==> config.mk <==
export PLATFORM = sky130hd
export DESIGN_NAME = hyperbus_phy_mux
export DESIGN_NICKNAME = d
export VERILOG_FILES = /design/src/hyperbus_pkg.sv /design/src/hyperbus_arb_pkg.sv /design/src/hyperbus_phy_mux.sv
export VERILOG_INCLUDE_DIRS = /design/src /design/src/src
export SDC_FILE = /design/constraint.sdc
export NUM_CORES = 1
export LEC_CHECK = 0
export BUFFER_PORTS_ARGS = -buffer_cell sky130_fd_sc_hd__buf_2
export CORE_AREA = 2 2 103 105
export DETAILED_ROUTE_END_ITERATION = 6
export DIE_AREA = 0 0 105 107
export GPL_TIMING_DRIVEN = 1
export PLACE_DENSITY = 0.52
export SYNTH_ARGS = -nofsm -noshare
export SYNTH_HDL_FRONTEND = slang
export SYNTH_SLANG_ARGS = --single-unit
==> constraint.sdc <==
create_clock -name vclk -period 0.9
set_clock_uncertainty 0.05 [all_clocks]
set_input_delay 0 -clock vclk [all_inputs]
set_output_delay 0 -clock vclk [all_outputs]
set_load 0.05 [all_outputs]
==> src/hyperbus_params.svh <==
// HyperBus front end: bus widths and number of transaction sources

`ifndef HYPERBUS_PARAMS_SVH
`define HYPERBUS_PARAMS_SVH

// Sources sharing the PHY channel (AXI slave, uDMA)
`define HB_NUM_SRC 2

// One-hot chip selects
`define HB_NUM_CHIPS 2

// Descriptor fields
`define HB_ADDR_W 32
`define HB_LEN_W 8

// Single PHY, two bytes per beat
`define HB_DATA_W 16
`define HB_STRB_W 2

`endif

==> src/hyperbus_pkg.sv <==
// HyperBus bus transfer types: descriptor, write beat and read beat
`default_nettype none

`include "hyperbus_params.svh"

package hyperbus_pkg;

    typedef logic [`HB_ADDR_W-1:0] hb_addr_t;
    // Beats in burst minus one
    typedef logic [`HB_LEN_W-1:0] hb_len_t;
    typedef logic [`HB_DATA_W-1:0] hb_data_t;
    typedef logic [`HB_STRB_W-1:0] hb_strb_t;
    typedef logic [`HB_NUM_CHIPS-1:0] hb_cs_t;

    typedef struct packed {
        hb_addr_t addr;
        hb_len_t  len;
        logic     write;
        hb_cs_t   cs;
    } hb_tf_t;

    typedef struct packed {
        hb_data_t data;
        hb_strb_t strb;
        logic     last;
    } hb_tx_t;

    typedef struct packed {
        hb_data_t data;
        logic     last;
        logic     error;
    } hb_rx_t;

endpackage

`default_nettype wire

==> src/hyperbus_arb_pkg.sv <==
// HyperBus arbitration types: source index and arbiter states
`default_nettype none

`include "hyperbus_params.svh"

package hyperbus_arb_pkg;

    typedef logic [$clog2(`HB_NUM_SRC)-1:0] hb_src_t;

    typedef enum logic [1:0] {
        ARB_IDLE,
        ARB_ADDR,
        ARB_DATA
    } hb_arb_state_e;

endpackage

`default_nettype wire

==> src/hyperbus_phy_mux.sv <==
// HyperBus PHY mux: routes the granted source to the PHY channel and back
`default_nettype none

`include "hyperbus_params.svh"

module hyperbus_phy_mux import hyperbus_pkg::*; import hyperbus_arb_pkg::*; (
    input  hb_src_t                          grant_i,
    input  logic                             grant_active_i,
    input  hb_tf_t [`HB_NUM_SRC-1:0]         port_tf_i,
    input  logic [`HB_NUM_SRC-1:0]           port_tf_valid_i,
    output logic [`HB_NUM_SRC-1:0]           port_tf_ready_o,
    input  hb_tx_t [`HB_NUM_SRC-1:0]         port_tx_i,
    input  logic [`HB_NUM_SRC-1:0]           port_tx_valid_i,
    output logic [`HB_NUM_SRC-1:0]           port_tx_ready_o,
    output hb_rx_t [`HB_NUM_SRC-1:0]         src_rx_o,
    output logic [`HB_NUM_SRC-1:0]           src_rx_valid_o,
    input  logic [`HB_NUM_SRC-1:0]           src_rx_ready_i,
    output logic                             src0_b_error_o,
    output logic                             src0_b_valid_o,
    input  logic                             src0_b_ready_i,
    output hb_tf_t                           phy_tf_o,
    output logic                             phy_tf_valid_o,
    input  logic                             phy_tf_ready_i,
    output hb_tx_t                           phy_tx_o,
    output logic                             phy_tx_valid_o,
    input  logic                             phy_tx_ready_i,
    input  hb_rx_t                           phy_rx_i,
    input  logic                             phy_rx_valid_i,
    output logic                             phy_rx_ready_o,
    input  logic                             phy_b_error_i,
    input  logic                             phy_b_valid_i,
    output logic                             phy_b_ready_o
);

    logic to_src0;

    assign to_src0 = grant_active_i & (grant_i == '0);

    always_comb begin
        phy_tf_o       = port_tf_i[grant_i];
        phy_tf_valid_o = grant_active_i & port_tf_valid_i[grant_i];
        phy_tx_o       = port_tx_i[grant_i];
        phy_tx_valid_o = grant_active_i & port_tx_valid_i[grant_i];

        port_tf_ready_o          = '0;
        port_tx_ready_o          = '0;
        port_tf_ready_o[grant_i] = grant_active_i & phy_tf_ready_i;
        port_tx_ready_o[grant_i] = grant_active_i & phy_tx_ready_i;

        // Read data fans out, valid only to the owner
        for (int s = 0; s < `HB_NUM_SRC; s++) begin
            src_rx_o[s] = phy_rx_i;
        end
        src_rx_valid_o          = '0;
        src_rx_valid_o[grant_i] = grant_active_i & phy_rx_valid_i;
        phy_rx_ready_o          = grant_active_i & src_rx_ready_i[grant_i];
    end

    // Responses for other sources are acked and dropped
    assign src0_b_valid_o = to_src0 & phy_b_valid_i;
    assign src0_b_error_o = to_src0 & phy_b_error_i;
    assign phy_b_ready_o  = to_src0 ? src0_b_ready_i : 1'b1;

endmodule

`default_nettype wire

Word level (Yosys, flattened, before mapping)

Cells that the tools add are included.

Add/sub/neg operators: 0
Multipliers: 0
Divide/modulo/power cells: 0
Order comparisons: 2
Eq/ne operators: 0
Shift operators: 0
Multiplexer cells: 13
Bitwise gates (word level): 13
Reductions and logical operators: 1

Operators by type and width:

| kind                                                | count |
|---|---|
| 2-to-1 mux 43 bit                                   | 2 |
| 2-to-1 mux 19 bit                                   | 2 |
| AND 1 bit                                           | 9 |
| 2-to-1 mux 1 bit                                    | 8 |
| AND 2 bit                                           | 3 |
| < comparator 1 x 2 -> 1 bit (second input constant) | 1 |
| demux 1 bit (select 1 bit)                          | 1 |
| >= comparator 1 bit (second input constant)         | 1 |
| logical AND 1 bit                                   | 1 |
| NOT 1 bit                                           | 1 |

Register bits after elaboration: 0
Bits in latches: 0
RAM bits: 0
Memory bits (read-only): 0
Memories kept: 0

Depth between registers and ports, before layout

Word-level depth: 5
Depth in mapped cells: 4
Depth with buffers taken out: 2

Worst setup path before layout

OpenSTA, ideal clock, no wires.

Path kind: input -> output
From: input port grant_i
To: output port phy_rx_ready_o
Arrival: 1.052 ns
Data required time: 0.850 ns
Path slack: -0.202 ns
Stages: 4
Path through: buf_6 > buf_6 > mux2i_1 > nor2b_1

Cells in the longest elaborated chain, start to end: 3

RTL lines:

| element                                             | RTL line               | text |
|---|---|---|
| start: declaration                                  | hyperbus_phy_mux.sv:7  | `input hb_src_t grant_i,` |
| 2-to-1 mux 1 bit (implied by the code) (2 in a row) | hyperbus_phy_mux.sv:56 | `phy_rx_ready_o = grant_active_i & src_rx_ready_i[grant_i];` |
| AND 1 bit                                           | hyperbus_phy_mux.sv:56 |  |
| end: declaration                                    | hyperbus_phy_mux.sv:29 | `output logic phy_rx_ready_o,` |

Every way passes these cells. The select of a mux whose other input is x is not followed.

==> results.yml <==
timing:
  setup_viol: 0
  slew_headroom_pct: 82.18
  fin_crit_ns: 0.8573
  hold_violations: 36
  rsz0062_at_grt: "no"
  slew_viol_final: 0
  fmax_mhz: 1166
  hold_slack_ns: -0.04997
  tns_ns: 0
  fin_crit_sh_pct: 95.26
  tightest_slew_ns: 0.2692
synth:
  synth_nets: 278
  avgSynthCellArea_um2: 9.938
  yosysWarnings: 0
  synth_cells: 122
  synth-seq-area-share_pct: 0
  yosysUniqueCellTypes: 11
  syn-cell-area_mm2: 0.001212
placed_design:
  portBuffers: 212
  dpl.hpwl_um: 4388
  gp_congestion: 0.7042
  dp.cells: 435
min_path:
  min_path_type: "input port to output port"
critical_path:
  start_kind: "input port"
  crit_chain: "buf_16 -> buf_16 -> mux2_2 -> buf_4"
  critPathTopFamily: "buffers and inverters"
  worst_ep_required_time_ns: 0.85
  arrival_ns: 0.81
  path_depth: 4
  critPathMaxStageDelay_ns: 0.34
  cp_common_cell: "buf_16"
  startpoint: "grant_i"
  crit_path_end: "phy_tf_o[18]"
  crit_slowest_cell: "mux2_2"
  path_buf_inv: 3
  crit_type: "input port to output port"
  end_kind: "output port"
  crit_fanout: 10
floorplanning:
  dieArea_mm2: 0.01124
  rows: 37
  io_pins: 266
  fp.coreArea_mm2: 0.01009
  die_x_um: 105
  start_util_pct: 12.01
  die_h_um: 107
power_and_ir_drop:
  p_leak_nw: 1.365
  p_per_area_mw_per_mm2: 813.9
  power_mw: 1.997
  vdd_drop_max_uv: 266.8
finish:
  area_delta_synth_final_pct: 102.4
  num-nets-final: 460
  multiInputGateArea_um2: 883.3
  fin_cells: 441
  clockBufferCount: 0
  utilization_pct: 24.31
  layout-drive-gt1-share_pct: 96.03
  flops_and_latches: 0
  regArea_um2: 0
  filler_cell_count: 1123
drt:
  drtAntennaViolNets: 0
  vias: 1565
  first_pass_iters: 4
  wl_per_cell_um: 11.82
  drt-initial-drc-count: 40
  drc: 0
  vias_per_cell: 3.549
  routed_wl_um: 5214
flow_run:
  cap_viol_max_count: 0
global_routing:
  grt_pass1_wl_um: 7307
  grt_max_degree: 15
  grt_overflow: 0
  grt_pass1_vias: 1511
  antenna_found_initial: 3
  grt_use_total_pct: 7.841
status:
  status: "finished with violations"
  violations: "hold timing"
cts:
  postCtsSetupRepairBufs: 0
final cells by class:
class / count / area share [%]
Antenna cell: 3 / 0.3060
Multi-Input combinational cell: 78 / 36.00
Tap cell: 136 / 6.935
Timing Repair Buffer: 224 / 56.76
stage by stage:
stage	setup WS (ns)	hold slack, ns	instance area, µm²
2_1_floorplan	0.009476	0.1171	1220
3_3_place_gp	-0.1213	-0.04947	2207
3_5_place_dp	-0.1515	-0.04947	2207
4_1_cts	-0.009600	-0.04947	2395
5_1_grt	0.01853	-0.04988	2449
6_report	0.04266	-0.04997	2454
synthesized netlist by cell type, drive strengths merged:
master | number | area share [%]
nor2b | 4 | 2.1
and3 | 3 | 1.5
and2 | 5 | 2.6
mux2i | 3 | 2.5
mux2 | 62 | 63
buf | 44 | 28
nand2b | 1 | 0.52
report_power, final:
| part | switching [mW] | total (mW) | leakage (nW) | internal (mW) |
|---|---|---|---|---|
| Sequential | 0 | 0 | 0 | 0 |
| Clock | 0 | 0.000000447 | 0.0000190 | 0.000000447 |
| Combinational | 1.20 | 2.00 | 1.36 | 0.800 |
routing by layer:
metal / track usage, % / vias up / share of wire (%) / routed length (µm)
li1: - / 757 / - / -
met1: 8.017 / 685 / 37 / 1904
met2: 16.23 / 121 / 54 / 2822
met3: 2.249 / 2 / 9.2 / 480
met4: 0.4762 / 0 / 0.12 / 6
met5: 0 / - / 0 / 0
cells in the final DEF (no fill, tap or decap):
master	synthesis	routed
and2_1	5	5
and3_1	3	3
buf_12	0	2
buf_16	0	3
buf_2	4	167
buf_4	36	42
buf_6	3	7
clkbuf_16	0	1
clkbuf_4	0	2
diode_2	0	3
mux2_2	45	45
mux2_4	17	17
mux2i_1	3	3
nand2b_1	1	1
nor2b_2	0	4
worst min path at each step:
stage	startpoint	end	slack [ns]	cells after the start
6_report	phy_rx_i[10]	src_rx_o[10]	-0.05	0
5_1_grt	phy_rx_i[10]	src_rx_o[28]	-0.05	0
4_1_cts	phy_rx_i[13]	src_rx_o[13]	-0.05	0
3_5_place_dp	phy_rx_i[13]	src_rx_o[13]	-0.05	0
3_3_place_gp	phy_rx_i[13]	src_rx_o[13]	-0.05	0
2_1_floorplan	phy_rx_i[0]	src_rx_o[0]	0.12	1
repair_timing:
action	CTS	global route
endpoints found under the hold margin	36	36
cloned	2	1
endpoints found under the setup margin	66	48
resized for setup	51	7
kinds of logic (layout without fill, tap and decap cells):
kind of cell	count (synthesis)	count (layout)	share of synthesized area [%]
other	0	3	0
and+or+nand+nor	13	13	6.708
muxes	65	65	65.33
buffers and inverters	44	224	27.97
Note: power is estimated with default switching activity, not from simulation.
