## src/hyperbus_params.svh

```systemverilog
// HyperBus front end: bus widths and number of transaction sources

`ifndef HYPERBUS_PARAMS_SVH
`define HYPERBUS_PARAMS_SVH

// Sources sharing the PHY channel (AXI slave, uDMA)
`define HB_NUM_SRC 2

// One-hot chip selects
`define HB_NUM_CHIPS 2

// Descriptor fields
`define HB_ADDR_W 32
`define HB_LEN_W 8

// Single PHY, two bytes per beat
`define HB_DATA_W 16
`define HB_STRB_W 2

`endif

```

## src/hyperbus_pkg.sv

```systemverilog
// HyperBus bus transfer types: descriptor, write beat and read beat
`default_nettype none

`include "hyperbus_params.svh"

package hyperbus_pkg;

    typedef logic [`HB_ADDR_W-1:0] hb_addr_t;
    // Beats in burst minus one
    typedef logic [`HB_LEN_W-1:0] hb_len_t;
    typedef logic [`HB_DATA_W-1:0] hb_data_t;
    typedef logic [`HB_STRB_W-1:0] hb_strb_t;
    typedef logic [`HB_NUM_CHIPS-1:0] hb_cs_t;

    typedef struct packed {
        hb_addr_t addr;
        hb_len_t  len;
        logic     write;
        hb_cs_t   cs;
    } hb_tf_t;

    typedef struct packed {
        hb_data_t data;
        hb_strb_t strb;
        logic     last;
    } hb_tx_t;

    typedef struct packed {
        hb_data_t data;
        logic     last;
        logic     error;
    } hb_rx_t;

endpackage

`default_nettype wire

```

## src/hyperbus_src_port.sv

```systemverilog
// HyperBus source port with descriptor skid register and write burst checker
`default_nettype none

module hyperbus_src_port import hyperbus_pkg::*; (
    input  logic   clk_i,
    input  logic   rst_n_i,
    input  hb_tf_t tf_i,
    input  logic   tf_valid_i,
    output logic   tf_ready_o,
    input  hb_tx_t tx_i,
    input  logic   tx_valid_i,
    output logic   tx_ready_o,
    output hb_tf_t port_tf_o,
    output logic   port_tf_valid_o,
    input  logic   port_tf_ready_i,
    output hb_tx_t port_tx_o,
    output logic   port_tx_valid_o,
    input  logic   port_tx_ready_i,
    output logic   burst_err_o
);

    hb_tf_t  tf_q;
    logic    tf_full_q;
    logic    tf_hs_out;
    logic    tx_hs;
    hb_len_t beat_cnt_q;
    logic    burst_open_q;
    logic    burst_err_q;
    hb_len_t cnt_cur;
    logic    open_cur;

    assign tf_ready_o      = ~tf_full_q;
    assign port_tf_o       = tf_q;
    assign port_tf_valid_o = tf_full_q;
    assign tf_hs_out       = tf_full_q & port_tf_ready_i;

    // Write beats go straight through
    assign port_tx_o       = tx_i;
    assign port_tx_valid_o = tx_valid_i;
    assign tx_ready_o      = port_tx_ready_i;
    assign tx_hs           = tx_valid_i & port_tx_ready_i;

    assign burst_err_o = burst_err_q;

    always_ff @(posedge clk_i) begin
        if (tf_valid_i && !tf_full_q) begin
            tf_q <= tf_i;
        end
    end

    always_ff @(posedge clk_i) begin
        if (!rst_n_i) begin
            tf_full_q <= 1'b0;
        end else if (tf_valid_i && !tf_full_q) begin
            tf_full_q <= 1'b1;
        end else if (tf_hs_out) begin
            tf_full_q <= 1'b0;
        end
    end

    // First beat may be accepted together with its descriptor
    always_comb begin
        open_cur = burst_open_q;
        cnt_cur  = beat_cnt_q;
        if (tf_hs_out) begin
            open_cur = tf_q.write;
            cnt_cur  = tf_q.len;
        end
    end

    always_ff @(posedge clk_i) begin
        if (!rst_n_i) begin
            burst_open_q <= 1'b0;
            beat_cnt_q   <= '0;
            burst_err_q  <= 1'b0;
        end else begin
            burst_open_q <= open_cur;
            beat_cnt_q   <= cnt_cur;
            if (tx_hs && open_cur) begin
                if (cnt_cur == '0) begin
                    burst_open_q <= 1'b0;
                    if (!tx_i.last) begin
                        burst_err_q <= 1'b1;
                    end
                end else begin
                    beat_cnt_q <= cnt_cur - 1'b1;
                    if (tx_i.last) begin
                        burst_err_q <= 1'b1;
                    end
                end
            end
        end
    end

    // Write beat held steady under back-pressure
    a_tx_stable: assert property (@(posedge clk_i) disable iff (!rst_n_i)
        port_tx_valid_o && !port_tx_ready_i |=> port_tx_valid_o && $stable(port_tx_o));

endmodule

`default_nettype wire

```

## config.mk

```make
export PLATFORM = sky130hd
export DESIGN_NAME = hyperbus_src_port
export DESIGN_NICKNAME = d
export VERILOG_FILES = /design/src/hyperbus_pkg.sv /design/src/hyperbus_src_port.sv
export VERILOG_INCLUDE_DIRS = /design/src /design/src/src
export SDC_FILE = /design/constraint.sdc
export NUM_CORES = 1
export LEC_CHECK = 0
export BUFFER_PORTS_ARGS = -buffer_cell sky130_fd_sc_hd__clkbuf_2
export CAP_MARGIN = 20
export CELL_PAD_IN_SITES_DETAIL_PLACEMENT = 1
export CELL_PAD_IN_SITES_GLOBAL_PLACEMENT = 2
export CORE_MARGIN = 2
export CORE_UTILIZATION = 26
export DETAILED_ROUTE_END_ITERATION = 16
export GPL_TIMING_DRIVEN = 0
export HOLD_SLACK_MARGIN = 0.12
export PLACE_DENSITY_LB_ADDON = 0.1
export SYNTH_ARGS = -nofsm -noshare
export SYNTH_HDL_FRONTEND = slang
export SYNTH_SLANG_ARGS = --single-unit
```

## constraint.sdc

```tcl
create_clock -name clk_i -period 3.4 [get_ports clk_i]
set_input_delay 0.51 -clock clk_i [delete_from_list [all_inputs] [get_ports clk_i]]
set_output_delay 0.51 -clock clk_i [all_outputs]
set_load 0.005 [all_outputs]
```

Word level (Yosys, flattened, before mapping)

Index checks and enable logic that the tools add are counted.

Word-level logic and storage cells: 31
Bits in registers: 54
Bits in latches: 0
ROM bits: 0
Input bits: 68
Memories: 0
RAM bits: 0

Reduce and logical (&&, ||, !) cells: 7
Equal/unequal tests: 1
Bitwise logic cells: 3
Order comparisons: 0
Shift operators: 0
$mul: 0
Mux-type cells: 11
$add $sub $neg: 1
Div/mod/pow operators: 0

Operator list:

| cell                  | number |
|---|---|
| $mux W8               | 3 |
| $logic_not A8 Y1      | 1 |
| $mux W1               | 8 |
| $sub A8 B1 Y8 const B | 1 |
| $reduce_bool A2 Y1    | 2 |
| $reduce_and A3 Y1     | 1 |
| $and A1 B1 Y1         | 2 |
| $logic_and A1 B1 Y1   | 2 |
| $ne A2 B2 Y1 const B  | 1 |
| $logic_not A1 Y1      | 1 |
| $not A1 Y1            | 1 |

Longest topological paths before layout

Gate-level depths: netlist of the first run.

Depth in word-level cells: 5
Depth in mapped cells: 9
Depth with buffers taken out: 8

Least setup slack after synthesis of the first run

No wires, ideal clock.

Kind: input port to flip-flop
Start: in tf_valid_i
End: reg tf_q, in the netlist port_tf_o[0], enable pin
Setup time: 450 ps
Path slack: 491 ps
Path buffers: 0
Stages: 1
Data arrival time: 2,458 ps
Cell sequence: nor2b_1

Cells in the longest elaborated chain, start to end: 1

RTL lines:

| element              | RTL line                | source |
|---|---|---|
| start, declared      | hyperbus_src_port.sv:8  | `input logic tf_valid_i,` |
| $logic_and A1 B1 Y1  | hyperbus_src_port.sv:46 | `if (tf_valid_i && !tf_full_q) begin` |
| end signal, assigned | hyperbus_src_port.sv:47 | `tf_q <= tf_i;` |
| end, declared        | hyperbus_src_port.sv:22 | `hb_tf_t tf_q;` |

Every way passes these cells.
A chain may end at the register's enable or synchronous reset.

Worst setup path after layout of the first run

Start: reg tf_full_q (netlist: port_tf_valid_o)
End: reg beat_cnt_q[7]

Cells in the longest elaborated chain, start to end: 5
Elaborated cells on any way between the ends: 8
Those cells by class: add/sub: 1; mux: 4; bitwise: 1; reduce/logical: 2

RTL lines:

| element                                                  | RTL line                                         | source |
|---|---|---|
| start, declared                                          | hyperbus_src_port.sv:23                          | `logic tf_full_q;` |
| start signal, assigned                                   | hyperbus_src_port.sv:53                          | `tf_full_q <= 1'b0;` |
| start signal, assigned                                   | hyperbus_src_port.sv:55                          | `tf_full_q <= 1'b1;` |
| start signal, assigned                                   | hyperbus_src_port.sv:57                          | `tf_full_q <= 1'b0;` |
| $and A1 B1 Y1 (*)                                        | hyperbus_src_port.sv:35                          | `assign tf_hs_out = tf_full_q & port_tf_ready_i;` |
| $mux W8                                                  | hyperbus_src_port.sv:65                          | `if (tf_hs_out) begin` |
| $sub A8 B1 Y8 / $logic_not A8 Y1 (equally long branches) | hyperbus_src_port.sv:86, hyperbus_src_port.sv:80 |  |
| $mux W8                                                  | hyperbus_src_port.sv:80                          | `if (cnt_cur == '0) begin` |
| $mux W8 (*)                                              | hyperbus_src_port.sv:79                          | `if (tx_hs && open_cur) begin` |
| end signal, assigned                                     | hyperbus_src_port.sv:78                          | `beat_cnt_q <= cnt_cur;` |
| end signal, assigned                                     | hyperbus_src_port.sv:86                          | `beat_cnt_q <= cnt_cur - 1'b1;` |
| end, declared                                            | hyperbus_src_port.sv:26                          | `hb_len_t beat_cnt_q;` |

Mark *: on every way between the ends. The rest lies on a longest branch, timed or not.

==> impl_metrics.yaml, run 1 <==
outcome:
  status: "complete, no violations"
worst_setup_path:
  cp-start-kind: "register"
  cp_cell_sequence: "buf_6, nand2_8, mux2_4, inv_1, ha_1, inv_1, or3_4, o21ai_4, nor2_1"
  endpoint_kind: "register"
  crit_required_ns: 3.60
  crit_arrival_ns: 2.29
  cp_common_cell: "inv_1"
  critPathBufInv: 3
  critPathKind: "register to register"
  crit_fanout: 10
  cp_top_family: "simple AND/OR/NAND/NOR gates"
  crit_path_max_incr_delay_ns: 0.41
  crit_slowest_cell: "or3_4"
timing:
  rsz0062_at_grt: "false"
  tns_ns: 0
  slew_violations: 0
  setup-violations-final: 0
  period_share_pct: 61.3
  worst_pin_slew_ns: 0.460
  finalHoldViolCount: 0
  worst_clock_skew_ns: 0.00535
  min_period_ns: 2.08
  max_slew_margin_pct: 68.4
  timing.fmax_mhz: 480
yosys:
  synth_cell_types: 38
  yosysMostFrequentCell: "edfxtp_1"
  synth_area_leader_cell: "edfxtp_1"
  yosysTopAreaCellShare_pct: 56.8
  syn_inst: 147
  yosysSeqAreaShare_pct: 66.5
  netlist_top_cells_count: "edfxtp_1, buf_4, nor2_1"
  ys_warn_count: 0
  ys.flop_type: "edfxtp_1"
  async_reset_ff_share_pct: 0
  syn_area_per_cell_um2: 15.5
  syn_area_um2: 2270
  synth_fp_nets: 217
  ys_ff_latch: 54
  synth_area_leaders: "edfxtp_1, dfxtp_1, buf_4, mux2i_1, nor2_1"
  synth_edf_count: 43
floorplan:
  boundaryPins: 135
  die_x_um: 97.5
  core_um2: 8590
  start_util_pct: 26.5
  std_cell_rows: 34
  die_h_um: 97.5
  die_area_um2: 9510
routing:
  wl_per_cell_um: 13.8
  viasPerCell: 4.23
  drt-total-wl_mm: 5.23
  drc: 0
  ant_nets: 0
  drt_iter0_markers: 63
  num_vias: 1604
  drt-pass1-iter-count: 3
place:
  placed_cell_area_um2: 3010
  numPortBuffers: 115
  place_inst: 371
  dp_hpwl_mm: 4.08
  gp_congestion: 0.745
clock_network:
  ctsResizeCount: 0
  root_buffer: "clkbuf_8"
  clkTransAtPathRegs_ns: 0.10
  clock_latency_ns: 0.31
  post_cts_buffers: 0
  cts_made_buffers: 5
  clkSinkCount: 54
  cts_max_level: 2
  cts_hold_buf: 0
  tritoncts: "yes"
  clk_path_buf_depth: 2
power_and_ir_drop:
  ir_drop_uv: 164
  switchingPower_mw: 0.345
  power-per-cell-area_nw_per_um2: 460
  clkPwrFrac_pct: 30.5
  swShare_pct: 24.0
  p_int_mw: 1.09
  p_total_mw: 1.44
  power.leakage_nw: 1.41
  combPwrFrac_pct: 15.6
  seqPwrFrac_pct: 53.9
grt:
  grt_usage_pct: 11.0
  grt_most_used_layer: "met2"
  grt_pass1_vias: 1619
  grt_first_pass_wirelength_mm: 8.25
  grt_util_met2_pct: 18.1
  use_met1_pct: 12.5
  grt_antenna_before_repair: 0
  grt_max_degree: 34
  met3_usage_pct: 5.54
  gr-total-overflow: 0
finish:
  final_nets: 340
  drive_gt1_share_pct: 59.4
  final_core_util_pct: 36.3
  fillers: 965
  fin_area_um2: 3120
  n_antenna_cell: 0
  syn2layout_area_growth_pct: 37.4
  instances_no_fill: 379
hold_path:
  min_path_type: "primary input to register"
flow_run:
  drv_cap: 0
through the flow:
stage | worst slack (ns) | hold WS, ns
3_3_place_gp | -0.615 | 0.447
5_1_grt | 1.18 | 0.344
3_5_place_dp | 1.16 | 0.450
2_1_floorplan | 0.491 | 0.446
4_1_cts | 1.29 | 0.349
6_report | 1.32 | 0.368
routing by layer:
layer	share of wire [%]	vias up	wire length, um
met5	0	-	0
met4	1.4	0	74
met3	12	7	622
met2	48	81	2500
met1	39	749	2030
li1	-	767	-
power groups by stage:
| stage | clock, mW | sequential (mW) | combinational (mW) |
|---|---|---|---|
| 4_1_cts | 0.469 | 0.775 | 0.231 |
| 3_3_place_gp | 0 | 0.792 | 0.223 |
| 2_1_floorplan | 0 | 0.794 | 0.122 |
| 5_1_grt | 0.488 | 0.778 | 0.249 |
| 6_report | 0.438 | 0.774 | 0.224 |
| 3_5_place_dp | 0 | 0.790 | 0.230 |
final timing paths:
check | cells after the start | slack, ns | end | start
worst max register to register | 9 | 1.32 | beat_cnt_q[7]$_SDFF_PN0_ | port_tf_valid_o$_SDFFE_PN0P_
worst min register to register | 2 | 0.47 | burst_err_o$_SDFFE_PN0P_ | burst_err_o$_SDFFE_PN0P_
worst min-delay path | 1 | 0.37 | port_tf_o[27]$_DFFE_PP_ | tf_i[27]
worst max-delay path | 9 | 1.32 | beat_cnt_q[7]$_SDFF_PN0_ | port_tf_valid_o$_SDFFE_PN0P_
kinds of logic after synthesis:
kind of cell / synth area share, %
compound gates: 7.37
xor+xnor: 1.93
fa+ha+maj: 1.10
buf+inv: 8.59
flops: 66.5
mux: 5.12
simple gates: 9.41
cells in the final DEF (no fill, tap or decap), types with 2 or more instances in the layout:
cell / synthesis / routed
a21oi_1: 3 / 3
and3_1: 2 / 2
buf_4: 21 / 21
buf_6: 2 / 2
clkbuf_2: 0 / 115
clkbuf_8: 0 / 5
dfxtp_1: 11 / 11
edfxtp_1: 43 / 43
ha_1: 2 / 2
inv_1: 4 / 4
mux2i_1: 9 / 9
nand2_1: 2 / 2
nand3_1: 2 / 2
nor2_1: 13 / 13
nor4_2: 2 / 2
o21a_1: 2 / 2
o31ai_1: 3 / 3
xor2_1: 4 / 4
final cells by class:
class | instances | area (um2) | area share, %
plain buffers | 23 | 180 | 5.77
clock buffers | 5 | 68.8 | 2.20
clock inverters | 3 | 42.5 | 1.36
inverters | 4 | 15.0 | 0.481
multi-input cells | 66 | 574 | 18.4
flip-flops and latches | 54 | 1510 | 48.4
well taps | 108 | 135 | 4.33
repair buffers | 116 | 596 | 19.1
registers in the layout, indices dropped and copies added (netlist names):
name,cells
beat_cnt_q,8
port_tf_valid_o,1
burst_err_o,1
burst_open_q,1
port_tf_o,43
(Power assumes the default switching activity.)
==> inputs of run 2 (changes only) <==
--- a/config.mk
+++ b/config.mk
@@ -11,7 +11,7 @@
 export CELL_PAD_IN_SITES_DETAIL_PLACEMENT = 1
 export CELL_PAD_IN_SITES_GLOBAL_PLACEMENT = 2
 export CORE_MARGIN = 2
-export CORE_UTILIZATION = 26
+export CORE_UTILIZATION = 24
 export DETAILED_ROUTE_END_ITERATION = 16
 export GPL_TIMING_DRIVEN = 0
 export HOLD_SLACK_MARGIN = 0.12
==> constraint.sdc (replaced) <==
create_clock -name clk_i -period 1.8 [get_ports clk_i]
set_input_delay 0.27 -clock clk_i [delete_from_list [all_inputs] [get_ports clk_i]]
set_output_delay 0.27 -clock clk_i [all_outputs]
set_load 0.005 [all_outputs]
==> impl_metrics.yaml, run 2 (synthesized netlist as in run 1, its figures left out) <==
clock_network:
  tritoncts: "yes"
  clkTransAtPathRegs_ns: 0.11
  clkSinkCount: 54
  root_buffer: "clkbuf_8"
  cts_max_level: 2
  clock_latency_ns: 0.31
  cts_made_buffers: 5
  clk_path_buf_depth: 2
finish:
  layout_commonest_cell: "clkbuf_2"
  final_core_util_pct: 39.3
  most-common-layout-cells: "clkbuf_2, edfxtp_1, dlygate4sd3_1, buf_4, nor2_1"
  n_antenna_cell: 0
  fin_area_um2: 3620
  largest_reg_flops: 43
  syn2layout_area_growth_pct: 59.2
  final_nets: 385
  drive_gt1_share_pct: 56.6
timing:
  finalHoldViolCount: 0
  worst_clock_skew_ns: 0.00535
  slew_violations: 0
  setup_slack_ns: -0.0246
  max_slew_margin_pct: 75.3
  worst_pin_slew_ns: 0.360
  rsz0062_at_grt: "true"
  setup-violations-final: 4
  period_share_pct: 101
  min_period_ns: 1.82
  timing.fmax_mhz: 548
outcome:
  failed_checks: "negative setup slack"
  status: "finished, violations left"
place:
  numPortBuffers: 115
  dp_hpwl_mm: 4.16
  gp_congestion: 0.672
  placed_cell_area_um2: 3040
floorplan:
  boundaryPins: 135
  std_cell_rows: 35
  die_x_um: 101
  die_area_um2: 10300
  core_um2: 9200
  die_h_um: 101
  start_util_pct: 24.7
routing:
  num_vias: 1758
  ant_nets: 0
  drt-total-wl_mm: 5.97
  wl_per_cell_um: 14.0
  viasPerCell: 4.12
  drc: 0
  drt-pass1-iter-count: 4
  drt_iter0_markers: 40
hold_path:
  min_path_type: "primary input to register"
  hold_start: "tf_i[35]"
worst_setup_path:
  cp-start-kind: "register"
  crit_required_ns: 2.01
  cp_top_family: "simple AND/OR/NAND/NOR gates"
  crit_path_max_incr_delay_ns: 0.40
  endpoint_kind: "register"
  cp_cell_sequence: "nand2_8, mux2_4, inv_4, ha_4, inv_4, or3_4, o21ai_4, nor2_1"
  crit_fanout: 4
  critPathKind: "register to register"
  cp_common_cell: "inv_4"
  worstReg2RegStart: "port_tf_valid_o$_SDFFE_PN0P_"
  crit_path_start: "port_tf_valid_o$_SDFFE_PN0P_"
  critPathBufInv: 2
  crit_arrival_ns: 2.03
  crit_slowest_cell: "dfxtp_4"
grt:
  grt_pass1_vias: 1750
  grt_antenna_before_repair: 0
  grt_first_pass_wirelength_mm: 9.03
  grt_usage_pct: 11.5
  gr-total-overflow: 0
  grt_max_degree: 34
flow_run:
  drv_cap: 0
power_and_ir_drop:
  power.leakage_nw: 1.60
  ir_drop_uv: 364
  power-per-cell-area_nw_per_um2: 796
==> run 2: path summary, 6_finish.rpt <==
path	to	slack, ns	cells past startpoint
min	port_tf_o[35]$_DFFE_PP_	0.13	1
max	beat_cnt_q[5]$_SDFF_PN0_	-0.02	8
min reg2reg	burst_err_o$_SDFFE_PN0P_	0.47	2
max reg2reg	beat_cnt_q[5]$_SDFF_PN0_	-0.02	8
==> run 2: worst register-to-register path, delay by kind of cell (launching register included) <==
kind            cells  cell delay (ns)
simple gates        3             0.55
fa+ha+maj           1             0.13
buf+inv             2             0.10
mux                 1             0.33
compound gates      1             0.22
flops               1             0.40
==> run 2: routing by layer <==
metal,GRT usage [%],share of wire [%],wire length [um],vias to the layer above
met5,0,0,0,-
met4,3.43,1.0,62,0
met3,4.76,9.1,545,4
met2,19.7,49,2930,87
met1,13.1,41,2430,818
li1,-,-,-,849
==> run 2: what timing repair did <==
| action | 4_1_cts | 5_1_grt |
|---|---|---|
| pin swaps | 4 | 9 |
| buffers inserted | 5 | 4 |
| gates resized for setup | 4 | 4 |
| endpoints found under the setup margin | 10 | 10 |
| endpoints found under the hold margin | 27 | 10 |
| hold buffers | 27 | 10 |
==> run 2: power breakdown <==
group          switching, mW  internal (mW)
logic                  0.238          0.306
registers             0.0355           1.43
clock network          0.443          0.425
total                  0.717           2.16
==> run 2: through the flow <==
stage / setup WS, ns / setup TNS [ns] / hold slack, ns / std cells / total power [mW]
after global placement: -0.230 / -4.82 / 0.441 / 373 / 1.93
final: -0.0246 / -0.0554 / 0.134 / 427 / 2.88
after global routing: -0.122 / -0.553 / 0.119 / 427 / 3.02
after CTS: -0.0523 / -0.196 / 0.120 / 414 / 2.89
after floorplan: -0.0633 / -0.248 / 0.369 / 147 / 1.74
after detailed placement: -0.223 / -1.33 / 0.449 / 374 / 1.94
==> run 2: final cells by class <==
| class | count | area (um2) |
|---|---|---|
| Buffer | 22 | 169 |
| Clock buffer | 5 | 68.8 |
| Clock inverter | 3 | 48.8 |
| Fill cell | 1008 | 5580 |
| Inverter | 4 | 20.0 |
| Multi-Input combinational cell | 66 | 624 |
| Sequential cell | 54 | 1520 |
| Tap cell | 111 | 139 |
| Timing Repair Buffer | 162 | 1030 |
==> inputs of run 3 (changes only) <==
--- a/config.mk
+++ b/config.mk
@@ -6,7 +6,7 @@
 export SDC_FILE = /design/constraint.sdc
 export NUM_CORES = 1
 export LEC_CHECK = 0
-export BUFFER_PORTS_ARGS = -buffer_cell sky130_fd_sc_hd__clkbuf_2
+export BUFFER_PORTS_ARGS = -buffer_cell sky130_fd_sc_hd__buf_4
 export CAP_MARGIN = 20
 export CELL_PAD_IN_SITES_DETAIL_PLACEMENT = 1
 export CELL_PAD_IN_SITES_GLOBAL_PLACEMENT = 2
==> impl_metrics.yaml, run 3 (synthesized netlist as in run 1, its figures left out) <==
outcome:
  status: "finished, violations left"
  failed_checks: "negative setup slack"
grt:
  grt_util_met2_pct: 19.9
  gr-total-overflow: 0
  grt_pass1_vias: 1930
  grt_usage_pct: 11.9
  use_met1_pct: 13.5
  met3_usage_pct: 5.11
  grt_max_degree: 33
  grt_most_used_layer: "met2"
  grt_antenna_before_repair: 0
  grt_first_pass_wirelength_mm: 9.43
hold_path:
  hold_path_depth: 2
  min_path_type: "primary input to register"
  hold_end: "port_tf_valid_o$_SDFFE_PN0P_"
  hold_start: "rst_n_i"
floorplan:
  die_area_um2: 10300
  start_util_pct: 24.7
  die_h_um: 101
  boundaryPins: 135
  core_um2: 9200
  std_cell_rows: 35
  die_x_um: 101
flow_run:
  drv_cap: 0
routing:
  ant_nets: 0
  drt-total-wl_mm: 6.14
  viasPerCell: 4.19
  drc: 0
  num_vias: 1815
  drt-pass1-iter-count: 4
  wl_per_cell_um: 14.2
  drt_iter0_markers: 44
timing:
  setup_slack_ns: -0.0163
  setup-violations-final: 2
  worst_clock_skew_ns: 0.00615
  period_share_pct: 101
  min_period_ns: 1.82
  slew_violations: 0
  timing.fmax_mhz: 551
  max_slew_margin_pct: 70.6
  rsz0062_at_grt: "true"
  worst_pin_slew_ns: 0.440
  finalHoldViolCount: 0
clock_network:
  clkSinkCount: 54
  cts_max_level: 2
  tritoncts: "yes"
  cts_made_buffers: 5
  clkTransAtPathRegs_ns: 0.10
  root_buffer: "clkbuf_8"
  clock_latency_ns: 0.31
  clk_path_buf_depth: 2
power_and_ir_drop:
  power-per-cell-area_nw_per_um2: 749
  power.leakage_nw: 1.69
  ir_drop_uv: 425
worst_setup_path:
  critPathKind: "register to register"
  cp_common_cell: "inv_4"
  critPathBufInv: 2
  worstReg2RegStart: "port_tf_valid_o$_SDFFE_PN0P_"
  cp_cell_sequence: "nand2_8, mux2_4, inv_4, ha_4, inv_4, or3_4, o21ai_4, nor2_1"
  crit_path_start: "port_tf_valid_o$_SDFFE_PN0P_"
  crit_slowest_cell: "dfxtp_4"
  cp_top_family: "simple AND/OR/NAND/NOR gates"
  endpoint_kind: "register"
  cp-start-kind: "register"
  crit_arrival_ns: 2.03
  reg2reg_depth: 8
  reg2reg_setup_slack_ns: -0.02
  crit_required_ns: 2.01
  crit_path_max_incr_delay_ns: 0.40
  crit_fanout: 4
  r2r_end: "beat_cnt_q[5]$_SDFF_PN0_"
finish:
  largest_reg_flops: 43
  most-common-layout-cells: "buf_4, dlygate4sd3_1, edfxtp_1, nor2_1, dfxtp_1"
  fin_area_um2: 3960
  final_nets: 391
  n_antenna_cell: 0
  layout_commonest_cell: "buf_4"
  fillers: 974
  instances_no_fill: 433
  drive_gt1_share_pct: 55.9
  syn2layout_area_growth_pct: 74.2
place:
  gp_congestion: 0.682
  dp_hpwl_mm: 4.24
  numPortBuffers: 115
  placed_cell_area_um2: 3330
  place_inst: 374
-- run 3: layer usage --
| metal | up-vias | wire (um) | part of all wire, % |
|---|---|---|---|
| met1 | 849 | 2380 | 39 |
| met4 | 0 | 131 | 2.1 |
| met2 | 91 | 3040 | 50 |
| met5 | - | 0 | 0 |
| met3 | 10 | 586 | 9.5 |
| li1 | 865 | - | - |
-- run 3: layout make-up --
type | count | area (um2) | share of cell area, %
Timing Repair Buffer | 168 | 1380 | 34.9
Sequential cell | 54 | 1520 | 38.3
Tap cell | 111 | 139 | 3.51
Inverter | 4 | 20.0 | 0.506
Clock buffer | 5 | 68.8 | 1.74
Clock inverter | 3 | 48.8 | 1.23
Multi-Input combinational cell | 66 | 618 | 15.6
Buffer | 22 | 169 | 4.27
-- run 3: stage by stage --
| stage | utilization [%] | hold slack, ns | setup TNS [ns] | setup slack (ns) | total power [mW] |
|---|---|---|---|---|---|
| 2_1_floorplan | - | 0.369 | -0.248 | -0.0633 | 1.74 |
| 3_3_place_gp | 36.0 | 0.442 | -4.14 | -0.224 | 2.00 |
| 3_5_place_dp | 36.2 | 0.449 | -1.25 | -0.210 | 2.01 |
| 4_1_cts | 42.7 | 0.120 | -0.155 | -0.0415 | 3.00 |
| 5_1_grt | 43.1 | 0.216 | -0.405 | -0.108 | 3.12 |
| 6_report | 43.1 | 0.229 | -0.0189 | -0.0163 | 2.96 |
-- run 3: power by group --
part           internal (mW)  switching (mW)
clock                  0.425           0.441
sequential              1.43          0.0359
combinational          0.389           0.242
total                   2.25           0.718
-- run 3: worst max-delay path by stage --
| stage | slack, ns | depth (start not counted) | to |
|---|---|---|---|
| after floorplan | -0.06 | 9 | beat_cnt_q[3]$_SDFF_PN0_ |
| after global placement | -0.22 | 9 | beat_cnt_q[5]$_SDFF_PN0_ |
| after detailed placement | -0.21 | 9 | beat_cnt_q[5]$_SDFF_PN0_ |
| after CTS | -0.04 | 9 | beat_cnt_q[5]$_SDFF_PN0_ |
| after global routing | -0.11 | 8 | beat_cnt_q[5]$_SDFF_PN0_ |
| final | -0.02 | 8 | beat_cnt_q[5]$_SDFF_PN0_ |
-- run 3: what timing repair did --
action | in CTS | in global routing
resized for setup | 3 | 5
buffers inserted | 8 | 1
pin swaps | 5 | 6
setup endpoints to repair | 10 | 9
hold buffers | 41 | 2
endpoints found under the hold margin | 41 | 2
